**src/board_glue_config.svh**
```systemverilog
/*
 * Build-time constants for the board glue logic.
 * Include in any RTL or testbench file that needs clock, RS-485 or reset timing.
 */

`ifndef BOARD_GLUE_CONFIG_SVH
`define BOARD_GLUE_CONFIG_SVH

// System clock in Hz
`define SYS_CLK_FREQ 40000000

// Transceiver switch time of 90 ns plus 10 ns margin
`define RS485_SWITCH_DELAY_NS 100

// Switch delay in clk_sys cycles
// Divide gives whole cycles, plus one to round up
`define RS485_SWITCH_CYCLES \
  ((`RS485_SWITCH_DELAY_NS / (1000000000 / `SYS_CLK_FREQ)) + 1)

// Driver hold after last transmitted bit
`define RS485_TX_END_CYCLES `RS485_SWITCH_CYCLES

// Reset release stretch in clk_sys cycles
`define RST_HOLD_CYCLES 16

// Width of the reset stretch counter, must hold RST_HOLD_CYCLES
`define RST_CNT_W 5

`endif

```
**src/board_pins_pkg.sv**
```systemverilog
/*
 * Types for the board pin groups: switches, user LEDs and the trace port.
 * Imported by the pin mapping block and the top level.
 */

package board_pins_pkg;

  // Switch groups, active high after conditioning
  typedef logic [4:0] nav_sw_t;   // Joystick directions and press
  typedef logic [7:0] user_sw_t;  // DIP switches
  typedef logic [2:0] sel_sw_t;   // Software selection

  typedef logic [7:0] user_led_t;

  // Trace header, four pins
  typedef logic [3:0] trace_t;

  // Bit positions of the LCD SPI lines within trace_t
  typedef enum logic [1:0] {
    TRACE_CIPO = 2'd0,  // Data back from LCD
    TRACE_SCLK = 2'd1,
    TRACE_CS   = 2'd2,
    TRACE_COPI = 2'd3   // Data out to LCD
  } trace_bit_e;

endpackage

```
**src/board_ctrl_pkg.sv**
```systemverilog
/*
 * State encodings of the reset and RS-485 controllers.
 * Imported by rst_ctrl and rs485_ctrl.
 */

package board_ctrl_pkg;

  // Reset controller
  typedef enum logic [1:0] {
    RST_HOLD,   // Waiting for lock and button release
    RST_COUNT,  // Stretching the release
    RST_RUN     // System out of reset
  } rst_state_e;

  // Half-duplex transceiver sequence
  typedef enum logic [2:0] {
    RS_RX,          // Idle, receiver may listen
    RS_TX_TURN_ON,  // Driver on, line held high
    RS_TX,          // Driver follows tx data
    RS_TX_END,      // Driver still on after last bit
    RS_RX_TURN_ON   // Driver off, receiver not yet on
  } rs485_state_e;

endpackage

```
**src/rst_ctrl.sv**
```systemverilog
/*
 * System reset generator. Holds rst_sys_n_o low until the PLL reports lock
 * and the reset button is released, then releases after a counted stretch.
 */

`include "board_glue_config.svh"

module rst_ctrl
  import board_ctrl_pkg::*;
(
  input  logic clk_sys,
  input  logic arst_n_i,      // Reset button, active low
  input  logic pll_locked_i,  // From clock generator, asynchronous
  output logic rst_sys_n_o
);

  localparam int unsigned CNT_W = `RST_CNT_W;
  localparam logic [CNT_W-1:0] CNT_LAST = CNT_W'(`RST_HOLD_CYCLES - 1);

  logic [1:0]       lock_sync_q;  // Two-flop synchroniser
  logic             lock_ok;
  rst_state_e       state_q, state_d;
  logic [CNT_W-1:0] cnt_q, cnt_d;

  assign lock_ok = lock_sync_q[1];

  always_ff @(posedge clk_sys or negedge arst_n_i) begin
    if (!arst_n_i) begin
      lock_sync_q <= 2'b00;
    end else begin
      lock_sync_q <= {lock_sync_q[0], pll_locked_i};
    end
  end

  // Next state and stretch counter
  always_comb begin
    state_d = state_q;
    cnt_d   = cnt_q;
    case (state_q)
      RST_HOLD: begin
        if (lock_ok) begin
          state_d = RST_COUNT;
          cnt_d   = cnt_q + 1'b1;  // First counted edge
        end
      end
      RST_COUNT: begin
        if (cnt_q == CNT_LAST) state_d = RST_RUN;
        else                   cnt_d   = cnt_q + 1'b1;
      end
      default: ;  // RST_RUN stays put while locked
    endcase
    // Lock loss restarts the whole sequence
    if (!lock_ok) begin
      state_d = RST_HOLD;
      cnt_d   = '0;
    end
  end

  always_ff @(posedge clk_sys or negedge arst_n_i) begin
    if (!arst_n_i) begin
      state_q <= RST_HOLD;
      cnt_q   <= '0;
    end else begin
      state_q <= state_d;
      cnt_q   <= cnt_d;
    end
  end

  assign rst_sys_n_o = (state_q == RST_RUN);  // Button drops it at once via state reset

endmodule

```
**src/rs485_ctrl.sv**
```systemverilog
/*
 * RS-485 half-duplex transceiver sequencing. Spaces driver and receiver
 * enables around each transmit burst so both are never on together.
 */

`include "board_glue_config.svh"

module rs485_ctrl
  import board_ctrl_pkg::*;
(
  input  logic clk_sys,
  input  logic arst_n_i,
  input  logic rst_sys_n_i,    // System reset, keeps FSM in RS_RX
  input  logic rs485_tx_i,     // Serial data from system UART
  input  logic rs485_tx_en_i,  // High for the length of a burst
  input  logic rs485_rx_en_i,  // System wants to listen
  input  logic rs485_ro_i,     // Receiver output pin
  output logic rs485_di_o,     // Driver input pin
  output logic rs485_de_o,     // Driver enable, active high
  output logic rs485_ren_o,    // Receiver enable, active low
  output logic rs485_rx_o      // Serial data back to system
);

  // One counter serves both delays
  localparam int unsigned MAX_CYCLES =
    (`RS485_SWITCH_CYCLES > `RS485_TX_END_CYCLES) ? `RS485_SWITCH_CYCLES
                                                  : `RS485_TX_END_CYCLES;
  localparam int unsigned CNT_W = $clog2(MAX_CYCLES + 1);

  // Loaded with count minus one, state exits when counter reaches zero
  localparam logic [CNT_W-1:0] SWITCH_LOAD = CNT_W'(`RS485_SWITCH_CYCLES - 1);
  localparam logic [CNT_W-1:0] TX_END_LOAD = CNT_W'(`RS485_TX_END_CYCLES - 1);

  rs485_state_e     state_q, state_d;
  logic [CNT_W-1:0] cnt_q, cnt_d;
  logic             cnt_done;

  assign cnt_done = (cnt_q == '0);

  always_comb begin
    state_d = state_q;
    cnt_d   = cnt_q;
    case (state_q)
      RS_RX: begin
        if (rs485_tx_en_i) begin
          state_d = RS_TX_TURN_ON;
          cnt_d   = SWITCH_LOAD;
        end
      end
      RS_TX_TURN_ON: begin
        if (cnt_done) state_d = RS_TX;  // Driver settled
        else          cnt_d   = cnt_q - 1'b1;
      end
      RS_TX: begin
        if (!rs485_tx_en_i) begin
          state_d = RS_TX_END;
          cnt_d   = TX_END_LOAD;
        end
      end
      RS_TX_END: begin
        if (cnt_done) begin
          state_d = RS_RX_TURN_ON;
          cnt_d   = SWITCH_LOAD;
        end else begin
          cnt_d = cnt_q - 1'b1;
        end
      end
      RS_RX_TURN_ON: begin
        // A new burst request waits until back in RS_RX
        if (cnt_done) state_d = RS_RX;
        else          cnt_d   = cnt_q - 1'b1;
      end
      default: state_d = RS_RX;  // Unused encodings
    endcase
    if (!rst_sys_n_i) begin
      state_d = RS_RX;
      cnt_d   = '0;
    end
  end

  always_ff @(posedge clk_sys or negedge arst_n_i) begin
    if (!arst_n_i) begin
      state_q <= RS_RX;
      cnt_q   <= '0;
    end else begin
      state_q <= state_d;
      cnt_q   <= cnt_d;
    end
  end

  // Pin drive decoded from registered state
  always_comb begin
    rs485_de_o  = 1'b0;
    rs485_ren_o = 1'b1;  // Receiver off unless idle and enabled
    rs485_di_o  = 1'b1;  // Line idles high
    rs485_rx_o  = 1'b1;
    case (state_q)
      RS_RX: begin
        rs485_ren_o = ~rs485_rx_en_i;
        if (rs485_rx_en_i) rs485_rx_o = rs485_ro_i;
      end
      RS_TX_TURN_ON, RS_TX_END: rs485_de_o = 1'b1;
      RS_TX: begin
        rs485_de_o = 1'b1;
        rs485_di_o = rs485_tx_i;
      end
      default: ;  // RS_RX_TURN_ON keeps both off
    endcase
  end

endmodule

```
**src/board_pin_map.sv**
```systemverilog
/*
 * Board pin conditioning. Inverts and registers the active-low switches,
 * maps status LEDs and copies LCD SPI traffic onto the trace header.
 */

module board_pin_map
  import board_pins_pkg::*;
(
  input  logic      clk_sys,
  input  logic      arst_n_i,
  input  logic      rst_sys_n_i,
  // Switch pins, pulled up, low when pressed
  input  nav_sw_t   nav_sw_i,
  input  user_sw_t  user_sw_i,
  input  sel_sw_t   sel_sw_i,
  // From system
  input  user_led_t user_led_i,
  input  logic      rgbled_dout_i,
  input  logic      cheri_en_i,
  input  logic      lcd_copi_i,
  input  logic      lcd_cs_i,
  input  logic      lcd_sclk_i,
  input  logic      lcd_cipo_i,
  // Conditioned switches, 1 when pressed
  output nav_sw_t   nav_sw_o,
  output user_sw_t  user_sw_o,
  output sel_sw_t   sel_sw_o,
  // Board LEDs and trace header
  output user_led_t usr_led_o,
  output logic      led_bootok_o,
  output logic      led_cheri_o,
  output logic      led_legacy_o,
  output logic      rgbled_o,
  output trace_t    trace_o
);

  nav_sw_t  nav_sw_q;
  user_sw_t user_sw_q;
  sel_sw_t  sel_sw_q;
  trace_t   trace_q;

  // Switch capture
  always_ff @(posedge clk_sys or negedge arst_n_i) begin
    if (!arst_n_i) begin
      nav_sw_q  <= '0;
      user_sw_q <= '0;
      sel_sw_q  <= '0;
    end else begin
      nav_sw_q  <= ~nav_sw_i;
      user_sw_q <= ~user_sw_i;
      sel_sw_q  <= ~sel_sw_i;
    end
  end

  // LCD SPI snapshot for an external analyser
  always_ff @(posedge clk_sys or negedge arst_n_i) begin
    if (!arst_n_i) begin
      trace_q <= '0;
    end else begin
      trace_q[TRACE_COPI] <= lcd_copi_i;  // Controller output
      trace_q[TRACE_CS]   <= lcd_cs_i;
      trace_q[TRACE_SCLK] <= lcd_sclk_i;
      trace_q[TRACE_CIPO] <= lcd_cipo_i;  // Read back from LCD
    end
  end

  assign nav_sw_o  = nav_sw_q;
  assign user_sw_o = user_sw_q;
  assign sel_sw_o  = sel_sw_q;
  assign trace_o   = trace_q;

  // Status LEDs
  assign led_bootok_o = rst_sys_n_i;  // Lit once system is out of reset
  assign led_cheri_o  = cheri_en_i;
  assign led_legacy_o = ~cheri_en_i;
  assign usr_led_o    = user_led_i;

  // RGB LED data line is inverted by the board level shifter
  assign rgbled_o = ~rgbled_dout_i;

endmodule

```
**src/board_top.sv**
```systemverilog
/*
 * Board glue top level between the processor system and the pins.
 * System-side signals arrive as plain inputs; instantiate in place of the pad logic.
 */

module board_top
  import board_pins_pkg::*;
(
  input  logic      clk_sys,
  input  logic      arst_n_i,       // Reset button
  input  logic      pll_locked_i,
  output logic      rst_sys_n_o,    // System reset out

  // RS-485, system side
  input  logic      rs485_tx_i,
  input  logic      rs485_tx_en_i,
  input  logic      rs485_rx_en_i,
  output logic      rs485_rx_o,
  // RS-485, transceiver pins
  input  logic      rs485_ro_i,
  output logic      rs485_di_o,
  output logic      rs485_de_o,
  output logic      rs485_ren_o,

  // Switch pins
  input  nav_sw_t   nav_sw_i,
  input  user_sw_t  user_sw_i,
  input  sel_sw_t   sel_sw_i,
  // System outputs for LEDs and LCD
  input  user_led_t user_led_i,
  input  logic      rgbled_dout_i,
  input  logic      cheri_en_i,
  input  logic      lcd_copi_i,
  input  logic      lcd_cs_i,
  input  logic      lcd_sclk_i,
  input  logic      lcd_cipo_i,

  // Conditioned switches to system
  output nav_sw_t   nav_sw_o,
  output user_sw_t  user_sw_o,
  output sel_sw_t   sel_sw_o,
  // Board LEDs and trace header
  output user_led_t usr_led_o,
  output logic      led_bootok_o,
  output logic      led_cheri_o,
  output logic      led_legacy_o,
  output logic      rgbled_o,
  output trace_t    trace_o
);

  logic rst_sys_n;  // Counted system reset

  rst_ctrl u_rst_ctrl (
    .clk_sys      (clk_sys),
    .arst_n_i     (arst_n_i),
    .pll_locked_i (pll_locked_i),
    .rst_sys_n_o  (rst_sys_n)
  );

  assign rst_sys_n_o = rst_sys_n;

  rs485_ctrl u_rs485_ctrl (
    .clk_sys       (clk_sys),
    .arst_n_i      (arst_n_i),
    .rst_sys_n_i   (rst_sys_n),
    .rs485_tx_i    (rs485_tx_i),
    .rs485_tx_en_i (rs485_tx_en_i),
    .rs485_rx_en_i (rs485_rx_en_i),
    .rs485_ro_i    (rs485_ro_i),
    .rs485_di_o    (rs485_di_o),
    .rs485_de_o    (rs485_de_o),
    .rs485_ren_o   (rs485_ren_o),
    .rs485_rx_o    (rs485_rx_o)
  );

  // Switches, LEDs and trace
  board_pin_map u_pin_map (
    .clk_sys       (clk_sys),
    .arst_n_i      (arst_n_i),
    .rst_sys_n_i   (rst_sys_n),
    .nav_sw_i      (nav_sw_i),
    .user_sw_i     (user_sw_i),
    .sel_sw_i      (sel_sw_i),
    .user_led_i    (user_led_i),
    .rgbled_dout_i (rgbled_dout_i),
    .cheri_en_i    (cheri_en_i),
    .lcd_copi_i    (lcd_copi_i),
    .lcd_cs_i      (lcd_cs_i),
    .lcd_sclk_i    (lcd_sclk_i),
    .lcd_cipo_i    (lcd_cipo_i),
    .nav_sw_o      (nav_sw_o),
    .user_sw_o     (user_sw_o),
    .sel_sw_o      (sel_sw_o),
    .usr_led_o     (usr_led_o),
    .led_bootok_o  (led_bootok_o),
    .led_cheri_o   (led_cheri_o),
    .led_legacy_o  (led_legacy_o),
    .rgbled_o      (rgbled_o),
    .trace_o       (trace_o)
  );

endmodule

```
**config.mk**
```make
export PLATFORM = sky130hd
export DESIGN_NAME = board_top
export DESIGN_NICKNAME = d
export VERILOG_FILES = /design/src/board_pins_pkg.sv /design/src/board_ctrl_pkg.sv /design/src/rst_ctrl.sv /design/src/rs485_ctrl.sv /design/src/board_pin_map.sv /design/src/board_top.sv
export VERILOG_INCLUDE_DIRS = /design/src
export SDC_FILE = /design/constraint.sdc
export NUM_CORES = 1
export LEC_CHECK = 0
export BUFFER_PORTS_ARGS = -buffer_cell sky130_fd_sc_hd__clkbuf_2
export CORE_ASPECT_RATIO = 0.8
export CORE_MARGIN = 1.5
export CORE_UTILIZATION = 48
export DETAILED_ROUTE_END_ITERATION = 6
export GPL_ROUTABILITY_DRIVEN = 1
export PLACE_DENSITY = 0.84
export SLEW_MARGIN = 15
export SYNTH_ARGS = -nofsm -noshare
export SYNTH_HDL_FRONTEND = slang
export SYNTH_SLANG_ARGS = --single-unit
export TNS_END_PERCENT = 30
```
**constraint.sdc**
```tcl
create_clock -name clk_sys -period 3.94 [get_ports clk_sys]
set_input_delay 0.197 -clock clk_sys [delete_from_list [all_inputs] [get_ports clk_sys]]
set_output_delay 0.197 -clock clk_sys [all_outputs]
set_load 0.03 [all_outputs]
```
==> results of run 1 <==
synthesized netlist by cell type, types with 2 or more instances:
| cell type | number |
|---|---|
| o211a_1 | 2 |
| nor2b_1 | 3 |
| xnor2_1 | 3 |
| buf_4 | 11 |
| nand2_1 | 7 |
| ha_1 | 4 |
| and2b_2 | 2 |
| mux2_4 | 2 |
| inv_1 | 23 |
| dfrtp_1 | 35 |
| nand3b_1 | 2 |
| xor2_1 | 3 |
| nor3_1 | 3 |
| nor2_1 | 8 |
| and2_1 | 3 |
| mux2i_1 | 2 |
layout make-up:
class,count,area [sq um],area share (%)
Timing Repair Buffer,58,295.3,16.35
Sequential cell,35,875.8,48.51
Multi-Input combinational cell,55,401.6,22.25
Clock buffer,6,82.58,4.574
Tap cell,38,47.55,2.633
Inverter,23,86.33,4.782
Clock inverter,2,16.27,0.9009
repair_timing:
item / 4_1_cts / 5_1_grt
hold buffers: 0 / 1
endpoints found under the hold margin: 0 / 1
gates resized for setup: 0 / 0
final timing paths:
kind / start / end / slack [ns] / cells after the start
max: u_rst_ctrl.cnt_q[0]$_DFFE_PN0P_ / u_rst_ctrl.cnt_q[3]$_DFFE_PN0P_ / 2.07 / 7
min: arst_n_i / u_rs485_ctrl.cnt_q[2]$_DFFE_PN0P_ / 0.0001 / 1
max reg2reg: u_rst_ctrl.cnt_q[0]$_DFFE_PN0P_ / u_rst_ctrl.cnt_q[3]$_DFFE_PN0P_ / 2.07 / 7
min reg2reg: u_rst_ctrl.lock_sync_q[0]$_DFF_PN0_ / u_rst_ctrl.lock_sync_q[1]$_DFF_PN0_ / 0.36 / 0
max in group asynchronous: arst_n_i / u_rst_ctrl.lock_sync_q[1]$_DFF_PN0_ / 3.42 / 1
min in group clk_sys: lcd_copi_i / u_pin_map.trace_o[3]$_DFF_PN0_ / 0.02 / 1
stage by stage:
| step | hold WS (ns) | instance area (sq um) | instances | total power [W] | setup WS, ns |
|---|---|---|---|---|---|
| CTS | 0.005557 | 1795 | 216 | 0.0007360 | 2.062 |
| global placement | 0.3062 | 1697 | 208 | 0.0004605 | 2.138 |
| finish | 0.0001009 | 1805 | 217 | 0.0007258 | 2.068 |
| floorplan | -0.09859 | 1450 | 125 | 0.0004425 | 2.180 |
| detailed placement | 0.3066 | 1697 | 208 | 0.0004638 | 2.076 |
| global route | 0.006248 | 1805 | 217 | 0.0007589 | 1.941 |
sequential cells by signal, summed over array words and instances, names as in the netlist:
register	cells
u_rs485_ctrl.state_q	3
u_rs485_ctrl.cnt_q	3
u_rst_ctrl.cnt_q	5
u_rst_ctrl.state_q	2
u_pin_map.user_sw_o	8
u_pin_map.trace_o	4
u_pin_map.sel_sw_o	3
u_pin_map.nav_sw_o	5
u_rst_ctrl.lock_sync_q	2
worst max-delay path, stage by stage (launching register included):
cell,delay (ns)
dfrtp_1,0.41
ha_1,0.22
and3_1,0.19
ha_1,0.20
a21oi_2,0.30
nand4_1,0.16
xnor2_1,0.14
and2_1,0.15
power groups by stage:
stage	sequential, W	clock (W)	combinational, W
2_1_floorplan	0.000408	0	0.0000345
3_3_place_gp	0.000386	0	0.0000743
3_5_place_dp	0.000387	0	0.0000769
4_1_cts	0.000380	0.000279	0.0000769
5_1_grt	0.000381	0.000295	0.0000828
6_report	0.000380	0.000269	0.0000761
layer usage:
metal	wire length [um]	GRT usage [%]	up-vias
met5	0	0	-
met4	14	5.674	0
met3	263	8.658	3
met2	1182	28.47	47
met1	963	18.45	431
li1	-	-	483
cell families (layout without fill, tap and decap cells):
logic type | Yosys count | after routing | share of synthesized area [%]
DFF | 35 | 35 | 60.40
buffers and inverters | 35 | 89 | 11.91
and+or+nand+nor | 34 | 34 | 13.38
AOI/OAI and AO/OA | 7 | 7 | 3.796
xor gates and xnor gates | 6 | 6 | 3.624
adders and majority gates | 4 | 4 | 3.451
muxes | 4 | 4 | 3.451
==> impl_results.md, run 1 <==
* Req. time, crit path at 4.11 ns
* Flops & latches, synth at 35
* Routed vias/inst at 4.442
* CTS Buf Count at 5
* Maximum buffer depth of the clock tree at 2
* Rows at 17
* Skew final at 0.005732 ns
* TNS Setup at 0 ns
* Port bufs at 57
* Most common cell after layout, fill and taps aside: clkbuf_2
* Synthesis-to-finish area growth at 24.50%
* Pwr dens at 402.0 nW/um^2
* Clk sinks at 35
* NetSw at 0.0001828 W
* Aggregate global routing overflow at 0
* Yosys Warn Count at 0
* Final WL at 2423 um
* Pin count of the biggest net entering global routing at 36
* Fin util at 64.30%
* Top cell type's share of synthesized area at 60.40%
* Detailed Place HPWL at 1891 um
* Share of cells above drive strength 1 at 40.78%
* Worst VDD drop at 0.2949 mV
* I/O pins at 74
* Leakage power at 0.9929 nW
* Nature of the critical path startpoint: flip-flop
* DR pass1 iterations at 3
* Final Max Tran Viols at 0
* Worst-Skew Late Latency at 0.28 ns
* Flop pwr share at 52.4%
* Fill count at 225
* Commonest cells after routing, fill and taps aside: 57 x clkbuf_2, 35 x dfrtp_1, 23 x inv_1
* Comb power frac at 10.5%
* Seq/Total Area, Yosys at 60.40%
* Die width at 64.45 um
* Main synth FF type: dfrtp_1
* Switching share of total power at 25.18%
* CTS tree: done
* Yosys cell types at 28
* Vias in the first global route at 1,026
* Ant diodes at 0
* Antenna violations before repair at 0
* CTS root buf: clkbuf_8
* Mapped Cells at 125
* Total number of vias at 964
* All-Layer GR Usage at 16.82%
* DR WL/cell at 11.17 um
* RSZ-0062 raised after global routing: false
* Fin crit share at 47.50%
* Max Fclk at 534.3 MHz
* CP arrival at 2.04 ns
* H-tree levels at 2
* DR iter-0 viols at 38
* Max_slew headroom at 44.44%
* Layout Nets at 219
* Critical Path Fanout Max at 7
* MaxCap Viol Count at 0
* Min-delay worst type: in -> async
* EDFF count, synth at 0
* Async SR Flop Fraction at 100.0%
* Final setup viols at 0
* Status: completed
* Setup Buffers After CTS at 0
* Crit Path Class: reg -> reg
* Crit end category: flip-flop
* DRC at 0
* Die H at 52.16 um
* Worst-Margin Slew at 0.8334 ns
* Mean Syn Cell Area at 11.60 sq um
* Yosys top cell by area: dfrtp_1
* Final ANT Viol Nets at 0
* Largest cells by area after synthesis: dfrtp_1 60%, inv_1 6.0%, buf_4 5.7%
* P_int at 0.0005431 W
* GPL Wtd Cong at 0.7802
* Final hold viol count at 0
* Synthesized Nets at 166
* Clk pwr share at 37.1%
* Core ar. at 2808 sq um
* First-pass GRT wire length at 4174 um
* Die area at 3362 sq um
* Synth Cell Area at 1450 sq um
* Min Tclk post-route at 1.872 ns
* Starting Density at 51.65%
* CTS clk-pin slew, worst paths at 0.07 ns
Power figures use the tool's default switching activity.
==> run 2: changes to the inputs <==
- CORE_UTILIZATION: 48 -> 44
- PLACE_DENSITY: 0.84 -> 0.78
- clock period: 3.94 -> 1.8 ns (I/O delays scaled with it)
==> impl_results.md, run 2 (same netlist as run 1, synthesis figures left out) <==
* CTS root buf: clkbuf_8 (unchanged)
* First-pass GRT wire length at 4933 um (was 4174 um)
* I/O pins at 74 (unchanged)
* Most common cell after layout, fill and taps aside: clkbuf_2 (unchanged)
* Placed Cells incl. Taps at 211 (was 208)
* Fin crit share at 94.28% (was 47.50%)
* Crit Path Class: reg -> reg (unchanged)
* Worst hold margin at 0.1447 ns (was 0.0001009 ns)
* Largest register FFs at 8 (unchanged)
* Min Tclk post-route at 1.697 ns (was 1.872 ns)
* Die H at 54.35 um (was 52.16 um)
* Port bufs at 57 (unchanged)
* Total Power at 0.001649 W (was 0.0007258 W)
* H-tree levels at 2 (unchanged)
* CP arrival at 1.87 ns (was 2.04 ns)
* Clk sinks at 35 (unchanged)
* Switching share of total power at 26.03% (was 25.18%)
* Starting Density at 46.66% (was 51.65%)
* Max_slew headroom at 44.47% (was 44.44%)
* Post_cts resized at 0 (unchanged)
* Die area at 3652 sq um (was 3362 sq um)
* Synthesis-to-finish area growth at 40.21% (was 24.50%)
* Post-route insts no fill at 242 (was 217)
* Die width at 67.19 um (was 64.45 um)
* Layout Nets at 242 (was 219)
* RSZ-0062 raised after global routing: false (unchanged)
* HP Start: rs485_tx_en_i
* P_int at 0.001220 W (was 0.0005431 W)
* Min-delay worst type: in -> reg (was in -> async)
* Crit end category: flip-flop (unchanged)
* Max Fclk at 589.3 MHz (was 534.3 MHz)
* Worst-Skew Late Latency at 0.29 ns (was 0.28 ns)
* DRC at 0 (unchanged)
* Final Max Tran Viols at 0 (unchanged)
* Final setup viols at 0 (unchanged)
* Vias in the first global route at 1,091 (was 1,026)
* Pin count of the biggest net entering global routing at 36 (unchanged)
* CTS tree: done (unchanged)
* GPL Wtd Cong at 0.7819 (was 0.7802)
* Critical Path Fanout Max at 5 (was 7)
* Clk pwr share at 36.8% (was 37.1%)
* Routed vias/inst at 4.455 (was 4.442)
* Commonest cells after routing, fill and taps aside: 57 x clkbuf_2, 35 x dfrtp_1, 23 x inv_1 (unchanged)
* Antenna violations before repair at 0 (unchanged)
* TNS Setup at 0 ns (unchanged)
* DR pass1 iterations at 4 (was 3)
* Nature of the critical path startpoint: flip-flop (unchanged)
* Area of placed instances at 1707 sq um (was 1697 sq um)
* Share of cells above drive strength 1 at 37.13% (was 40.78%)
* Req. time, crit path at 1.97 ns (was 4.11 ns)
* Ant diodes at 0 (unchanged)
* R2R Path Start: u_rst_ctrl.cnt_q[1]$_DFFE_PN0P_ (was u_rst_ctrl.cnt_q[0]$_DFFE_PN0P_)
* Flop pwr share at 50.5% (was 52.4%)
* Leakage power at 1.090 nW (was 0.9929 nW)
* Rows at 18 (was 17)
* Maximum buffer depth of the clock tree at 2 (unchanged)
* CTS clk-pin slew, worst paths at 0.07 ns (about the same)
* Detailed Place HPWL at 1913 um (was 1891 um)
* Final ANT Viol Nets at 0 (unchanged)
* Status: completed (unchanged)
* Skew final at 0.005382 ns (was 0.005732 ns)
* CTS Buf Count at 5 (unchanged)
* Core ar. at 3108 sq um (was 2808 sq um)
* All-Layer GR Usage at 19.80% (was 16.82%)
* Final hold viol count at 0 (unchanged)
* NetSw at 0.0004293 W (was 0.0001828 W)
* DR WL/cell at 12.95 um (was 11.17 um)
* Pwr dens at 811.2 nW/um^2 (was 402.0 nW/um^2)
* Final WL at 3134 um (was 2423 um)
* Final Cell Area at 2033 sq um (was 1805 sq um)
* DR iter-0 viols at 28 (was 38)
* Setup crit start: u_rst_ctrl.cnt_q[1]$_DFFE_PN0P_ (was u_rst_ctrl.cnt_q[0]$_DFFE_PN0P_)
* Comb power frac at 12.7% (was 10.5%)
* Aggregate global routing overflow at 0 (unchanged)
* MaxCap Viol Count at 0 (unchanged)
* Total number of vias at 1,078 (was 964)
* Worst VDD drop at 0.7115 mV (was 0.2949 mV)
* Worst-Margin Slew at 0.8329 ns (was 0.8334 ns)
-- run 2: final cells by class --
class	instances	area [sq um]
repair buffers	81	520.5
inverters	23	86.33
flip-flops and latches	35	875.8
multi-input cells	55	401.6
clock buffers	6	82.58
well taps	40	50.05
clock inverters	2	16.27
fillers	225	1075
-- run 2: worst paths after layout --
check / depth (start not counted) / slack, ns / end
max: 7 / 0.10 / u_rst_ctrl.cnt_q[1]$_DFFE_PN0P_
min: 4 / 0.14 / u_rs485_ctrl.state_q[0]$_DFFE_PN0P_
max reg2reg: 7 / 0.10 / u_rst_ctrl.cnt_q[1]$_DFFE_PN0P_
min reg2reg: 0 / 0.36 / u_rst_ctrl.lock_sync_q[1]$_DFF_PN0_
max in group asynchronous: 2 / 0.84 / u_pin_map.trace_o[2]$_DFF_PN0_
min in group asynchronous: 2 / 0.44 / u_rst_ctrl.cnt_q[3]$_DFFE_PN0P_
-- run 2: metal layers --
metal	track usage (%)	vias to the layer above	routed length (um)
met3	6.584	6	203
li1	-	526	-
met2	34.98	44	1592
met1	21.69	502	1278
met4	9.864	0	59
met5	0	-	0
-- run 2: metrics by stage --
step | utilization [%] | worst slack (ns)
floorplan | - | 0.04038
global placement | 54.91 | 0.1488
finish | 65.42 | 0.1030
global route | 65.42 | 0.01925
CTS | 65.18 | 0.05833
detailed placement | 54.91 | 0.07017
-- run 2: worst max-delay path: stages (launching register included) --
cell,delay (ns)
dfrtp_1,0.41
ha_1,0.20
and3_1,0.19
ha_1,0.20
a21oi_2,0.17
buf_4,0.17
mux2i_1,0.19
nor2b_1,0.07
-- run 2: what timing repair did --
item | in CTS | in global routing
endpoints found under the hold margin | 56 | 0
setup buffers | 0 | 1
hold buffers | 22 | 0
endpoints found under the setup margin | 0 | 3
-- run 2: power by group through the flow --
| stage | registers, W | clock network, W | logic (W) |
|---|---|---|---|
| 2_1_floorplan | 0.000893 | 0 | 0.0000756 |
| 3_3_place_gp | 0.000846 | 0 | 0.000163 |
| 3_5_place_dp | 0.000847 | 0 | 0.000168 |
| 4_1_cts | 0.000832 | 0.000614 | 0.000205 |
| 5_1_grt | 0.000836 | 0.000647 | 0.000229 |
| 6_report | 0.000834 | 0.000607 | 0.000209 |
==> run 3: changes to the inputs <==
- ABC_AREA: not set -> 1
- CORE_UTILIZATION: 44 -> 45
- PLACE_DENSITY: 0.78 -> 0.84
==> impl_results.md, run 3 <==
* CP arrival at 1.78 ns (was 1.87 ns)
* Crit Path Class: reg -> reg (unchanged)
* Aggregate global routing overflow at 0 (unchanged)
* RSZ-0062 raised after global routing: false (unchanged)
* Rows at 18 (unchanged)
* Switching share of total power at 26.75% (was 26.03%)
* Share of cells above drive strength 1 at 32.90% (was 37.13%)
* Leakage power at 1.139 nW (was 1.090 nW)
* Die area at 3721 sq um (was 3652 sq um)
* Ant diodes at 0 (unchanged)
* Simple-gate share of the synthesized area at 20.18% (was 13.37%)
* Final ANT Viol Nets at 0 (unchanged)
* GPL Wtd Cong at 0.8543 (was 0.7819)
* Largest register FFs at 8 (unchanged)
* DR pass1 iterations at 4 (unchanged)
* Worst-Margin Slew at 0.8084 ns (was 0.8329 ns)
* Yosys cell types at 22 (was 28)
* Nature of the critical path startpoint: flip-flop (unchanged)
* Core ar. at 3153 sq um (was 3108 sq um)
* Commonest cells after routing, fill and taps aside: 57 x clkbuf_2, 35 x dfrtp_1, 31 x inv_1 (was 57 x clkbuf_2, 35 x dfrtp_1, 23 x inv_1)
* Skew final at 0.008117 ns (was 0.005382 ns)
* Synth Area in XOR/XNOR at 1.075% (was 3.624%)
* DR WL/cell at 13.52 um (was 12.95 um)
* Post_cts resized at 0 (unchanged)
* Pin count of the biggest net entering global routing at 36 (unchanged)
* Worst-Skew Late Latency at 0.29 ns (about the same)
* Post-synthesis mux area share at 0% (was 3.451%)
* Adder-cell share of the synthesized area at 3.309% (was 3.451%)
* Mapped Cells at 155 (was 125)
* DRC at 0 (unchanged)
* Setup crit end: u_rst_ctrl.cnt_q[1]$_DFFE_PN0P_ (unchanged)
* Crit end category: flip-flop (unchanged)
* Vias in the first global route at 1,298 (was 1,091)
* CTS root buf: clkbuf_8 (unchanged)
* Layout Nets at 271 (was 242)
* Antenna violations before repair at 0 (unchanged)
* Flop pwr share at 52.2% (was 50.5%)
* CTS Buf Count at 5 (unchanged)
* Maximum buffer depth of the clock tree at 2 (unchanged)
* All-Layer GR Usage at 23.31% (was 19.80%)
* Critical Path Fanout Max at 5 (unchanged)
* Port bufs at 57 (unchanged)
* Setup ws final at 0.1963 ns (was 0.1030 ns)
* Synth top cells by count: 35 x dfrtp_1, 31 x inv_1, 25 x nand2_1, 11 x buf_4, 11 x nor2_1 (was 35 x dfrtp_1, 23 x inv_1, 11 x buf_4, 8 x nor2_1, 7 x nand2_1)
* Worst hold margin at 0.1800 ns (was 0.1447 ns)
* Synthesis-to-finish area growth at 36.89% (was 40.21%)
* Synthesized Nets at 196 (was 166)
* CTS tree: done (unchanged)
* H-tree levels at 2 (unchanged)
* Flops & latches, synth at 35 (unchanged)
* Max Fclk at 623.6 MHz (was 589.3 MHz)
* Yosys Warn Count at 0 (unchanged)
* Routed vias/inst at 4.661 (was 4.455)
* Fin crit share at 89.09% (was 94.28%)
* Largest family of logic cells by synthesized area: simple AND/OR/NAND/NOR gates (unchanged)
* TNS Setup at 0 ns (unchanged)
* Synth Cell Area at 1513 sq um (was 1450 sq um)
* Largest cells by area after synthesis: dfrtp_1 58%, inv_1 7.7%, nand2_1 6.2% (was dfrtp_1 60%, inv_1 6.0%, buf_4 5.7%)
* Clk sinks at 35 (unchanged)
* Compound-Gate Fraction of Synth Area at 3.888% (was 3.796%)
* Comb power frac at 12.7% (about the same)
* Pre-CTS WS at 0.2037 ns (was 0.07017 ns)
* R2R Path Start: u_rst_ctrl.cnt_q[0]$_DFFE_PN0P_ (was u_rst_ctrl.cnt_q[1]$_DFFE_PN0P_)
* Status: completed (unchanged)
* Max_slew headroom at 46.10% (was 44.47%)
* CTS clk-pin slew, worst paths at 0.07 ns (about the same)
* R2r worst-path depth at 9 (was 7)
* Setup crit start: u_rst_ctrl.cnt_q[0]$_DFFE_PN0P_ (was u_rst_ctrl.cnt_q[1]$_DFFE_PN0P_)
* Setup Buffers After CTS at 0 (unchanged)
* Most common cell after layout, fill and taps aside: clkbuf_2 (unchanged)
* Count leader, synth: dfrtp_1 (unchanged)
* Min Tclk post-route at 1.604 ns (was 1.697 ns)
* Top cell type's share of synthesized area at 57.90% (was 60.40%)
* R2r endpoint: u_rst_ctrl.cnt_q[1]$_DFFE_PN0P_ (unchanged)
* EDFF count, synth at 0 (unchanged)
* Final Max Tran Viols at 0 (unchanged)
* Hold_buf cts at 22 (unchanged)
* Detailed Place HPWL at 2026 um (was 1913 um)
* Final hold viol count at 0 (unchanged)
* Total number of vias at 1,263 (was 1,078)
* Seq/Total Area, Yosys at 57.90% (was 60.40%)
* DR iter-0 viols at 41 (was 28)
* Clk pwr share at 35.1% (was 36.8%)
* Die H at 54.86 um (was 54.35 um)
* Final WL at 3664 um (was 3134 um)
* First-pass GRT wire length at 5913 um (was 4933 um)
* Min-delay worst type: in -> out (was in -> reg)
* Worst VDD drop at 0.7197 mV (was 0.7115 mV)
* Die width at 67.82 um (was 67.19 um)
* P_int at 0.001171 W (was 0.001220 W)
* Yosys top cell by area: dfrtp_1 (unchanged)
* Pwr dens at 771.7 nW/um^2 (was 811.2 nW/um^2)
* Mean Syn Cell Area at 9.759 sq um (was 11.60 sq um)
* Starting Density at 47.98% (was 46.66%)
* NetSw at 0.0004274 W (was 0.0004293 W)
* Req. time, crit path at 1.98 ns (was 1.97 ns)
* Final setup viols at 0 (unchanged)
* Async SR Flop Fraction at 100.0% (unchanged)
* Reg2reg setup slack at 0.20 ns (was 0.10 ns)
* I/O pins at 74 (unchanged)
* MaxCap Viol Count at 0 (unchanged)
* Main synth FF type: dfrtp_1 (unchanged)
-- run 3: cell count changes in the layout (fill, tap and decap cells not counted), moves of 3 or more --
cell / before / now
nand2_1: 7 / 25
nand3_1: 0 / 10
inv_1: 23 / 31
and2_1: 3 / 0
nand4_1: 1 / 4
nor2_1: 8 / 11
nor2_4: 0 / 3
nor2b_1: 3 / 0
o21ai_0: 1 / 4
xnor2_1: 3 / 0
xor2_1: 3 / 0
-- run 3: metal layers --
layer | wire length (um) | up-vias | GRT usage, % | part of all wire, %
li1 | - | 616 | - | -
met1 | 1674 | 582 | 29.91 | 46
met2 | 1632 | 57 | 38.24 | 45
met3 | 301 | 8 | 6.584 | 8.2
met4 | 55 | 0 | 8.667 | 1.5
met5 | 0 | - | 0 | 0
-- run 3: power groups by stage --
stage | Sequential, W | Clock [W] | Combinational [W]
floorplan | 0.000893 | 0 | 0.0000689
global placement | 0.000844 | 0 | 0.000158
detailed placement | 0.000847 | 0 | 0.000160
CTS | 0.000832 | 0.000559 | 0.000197
global route | 0.000836 | 0.000594 | 0.000222
finish | 0.000834 | 0.000561 | 0.000204
-- run 3: worst max-delay path, stage by stage, from the launching register on --
cell and delay (ns):
dfrtp_1 0.41, ha_1 0.23, nand2_1 0.09, nor2_1 0.05, ha_1 0.18, nand2_1 0.08, nand2_1 0.10, nand2_1 0.12
inv_1 0.08, a22o_1 0.18
-- run 3: area by class of cell --
cell class / instances / area (sq um)
fillers: 223 / 1082
flip-flops and latches: 35 / 875.8
repair buffers: 79 / 505.5
multi-input cells: 76 / 430.4
inverters: 33 / 123.9
clock buffers: 6 / 72.57
well taps: 40 / 50.05
clock inverters: 2 / 12.51
-- run 3: how the worst min path moves through the flow --
stage	from	to	slack, ns	depth (start not counted)
after CTS	user_led_i[0]	usr_led_o[0]	0.18	0
after floorplan	arst_n_i	u_pin_map.nav_sw_o[0]$_DFF_PN0_	-0.21	0
final	user_led_i[1]	usr_led_o[1]	0.18	0
after global routing	user_led_i[1]	usr_led_o[1]	0.18	0
after detailed placement	user_led_i[0]	usr_led_o[0]	0.18	0
after global placement	user_led_i[0]	usr_led_o[0]	0.18	0
-- run 3: cell families (layout without fill, tap and decap cells) --
group           Yosys count  count (layout)
compound gates           10              10
flops                    35              35
fa+ha+maj                 4               4
xor+xnor                  1               1
buf+inv                  44             120
simple gates             61              61
-- run 3: metrics by stage --
step / cell area, sq um / util [%] / power [W] / std cells
floorplan: 1513 / - / 0.0009616 / 155
global placement: 1765 / 55.99 / 0.001002 / 241
detailed placement: 1765 / 55.99 / 0.001006 / 241
CTS: 2071 / 65.67 / 0.001588 / 271
global route: 2071 / 65.67 / 0.001652 / 271
finish: 2071 / 65.67 / 0.001598 / 271
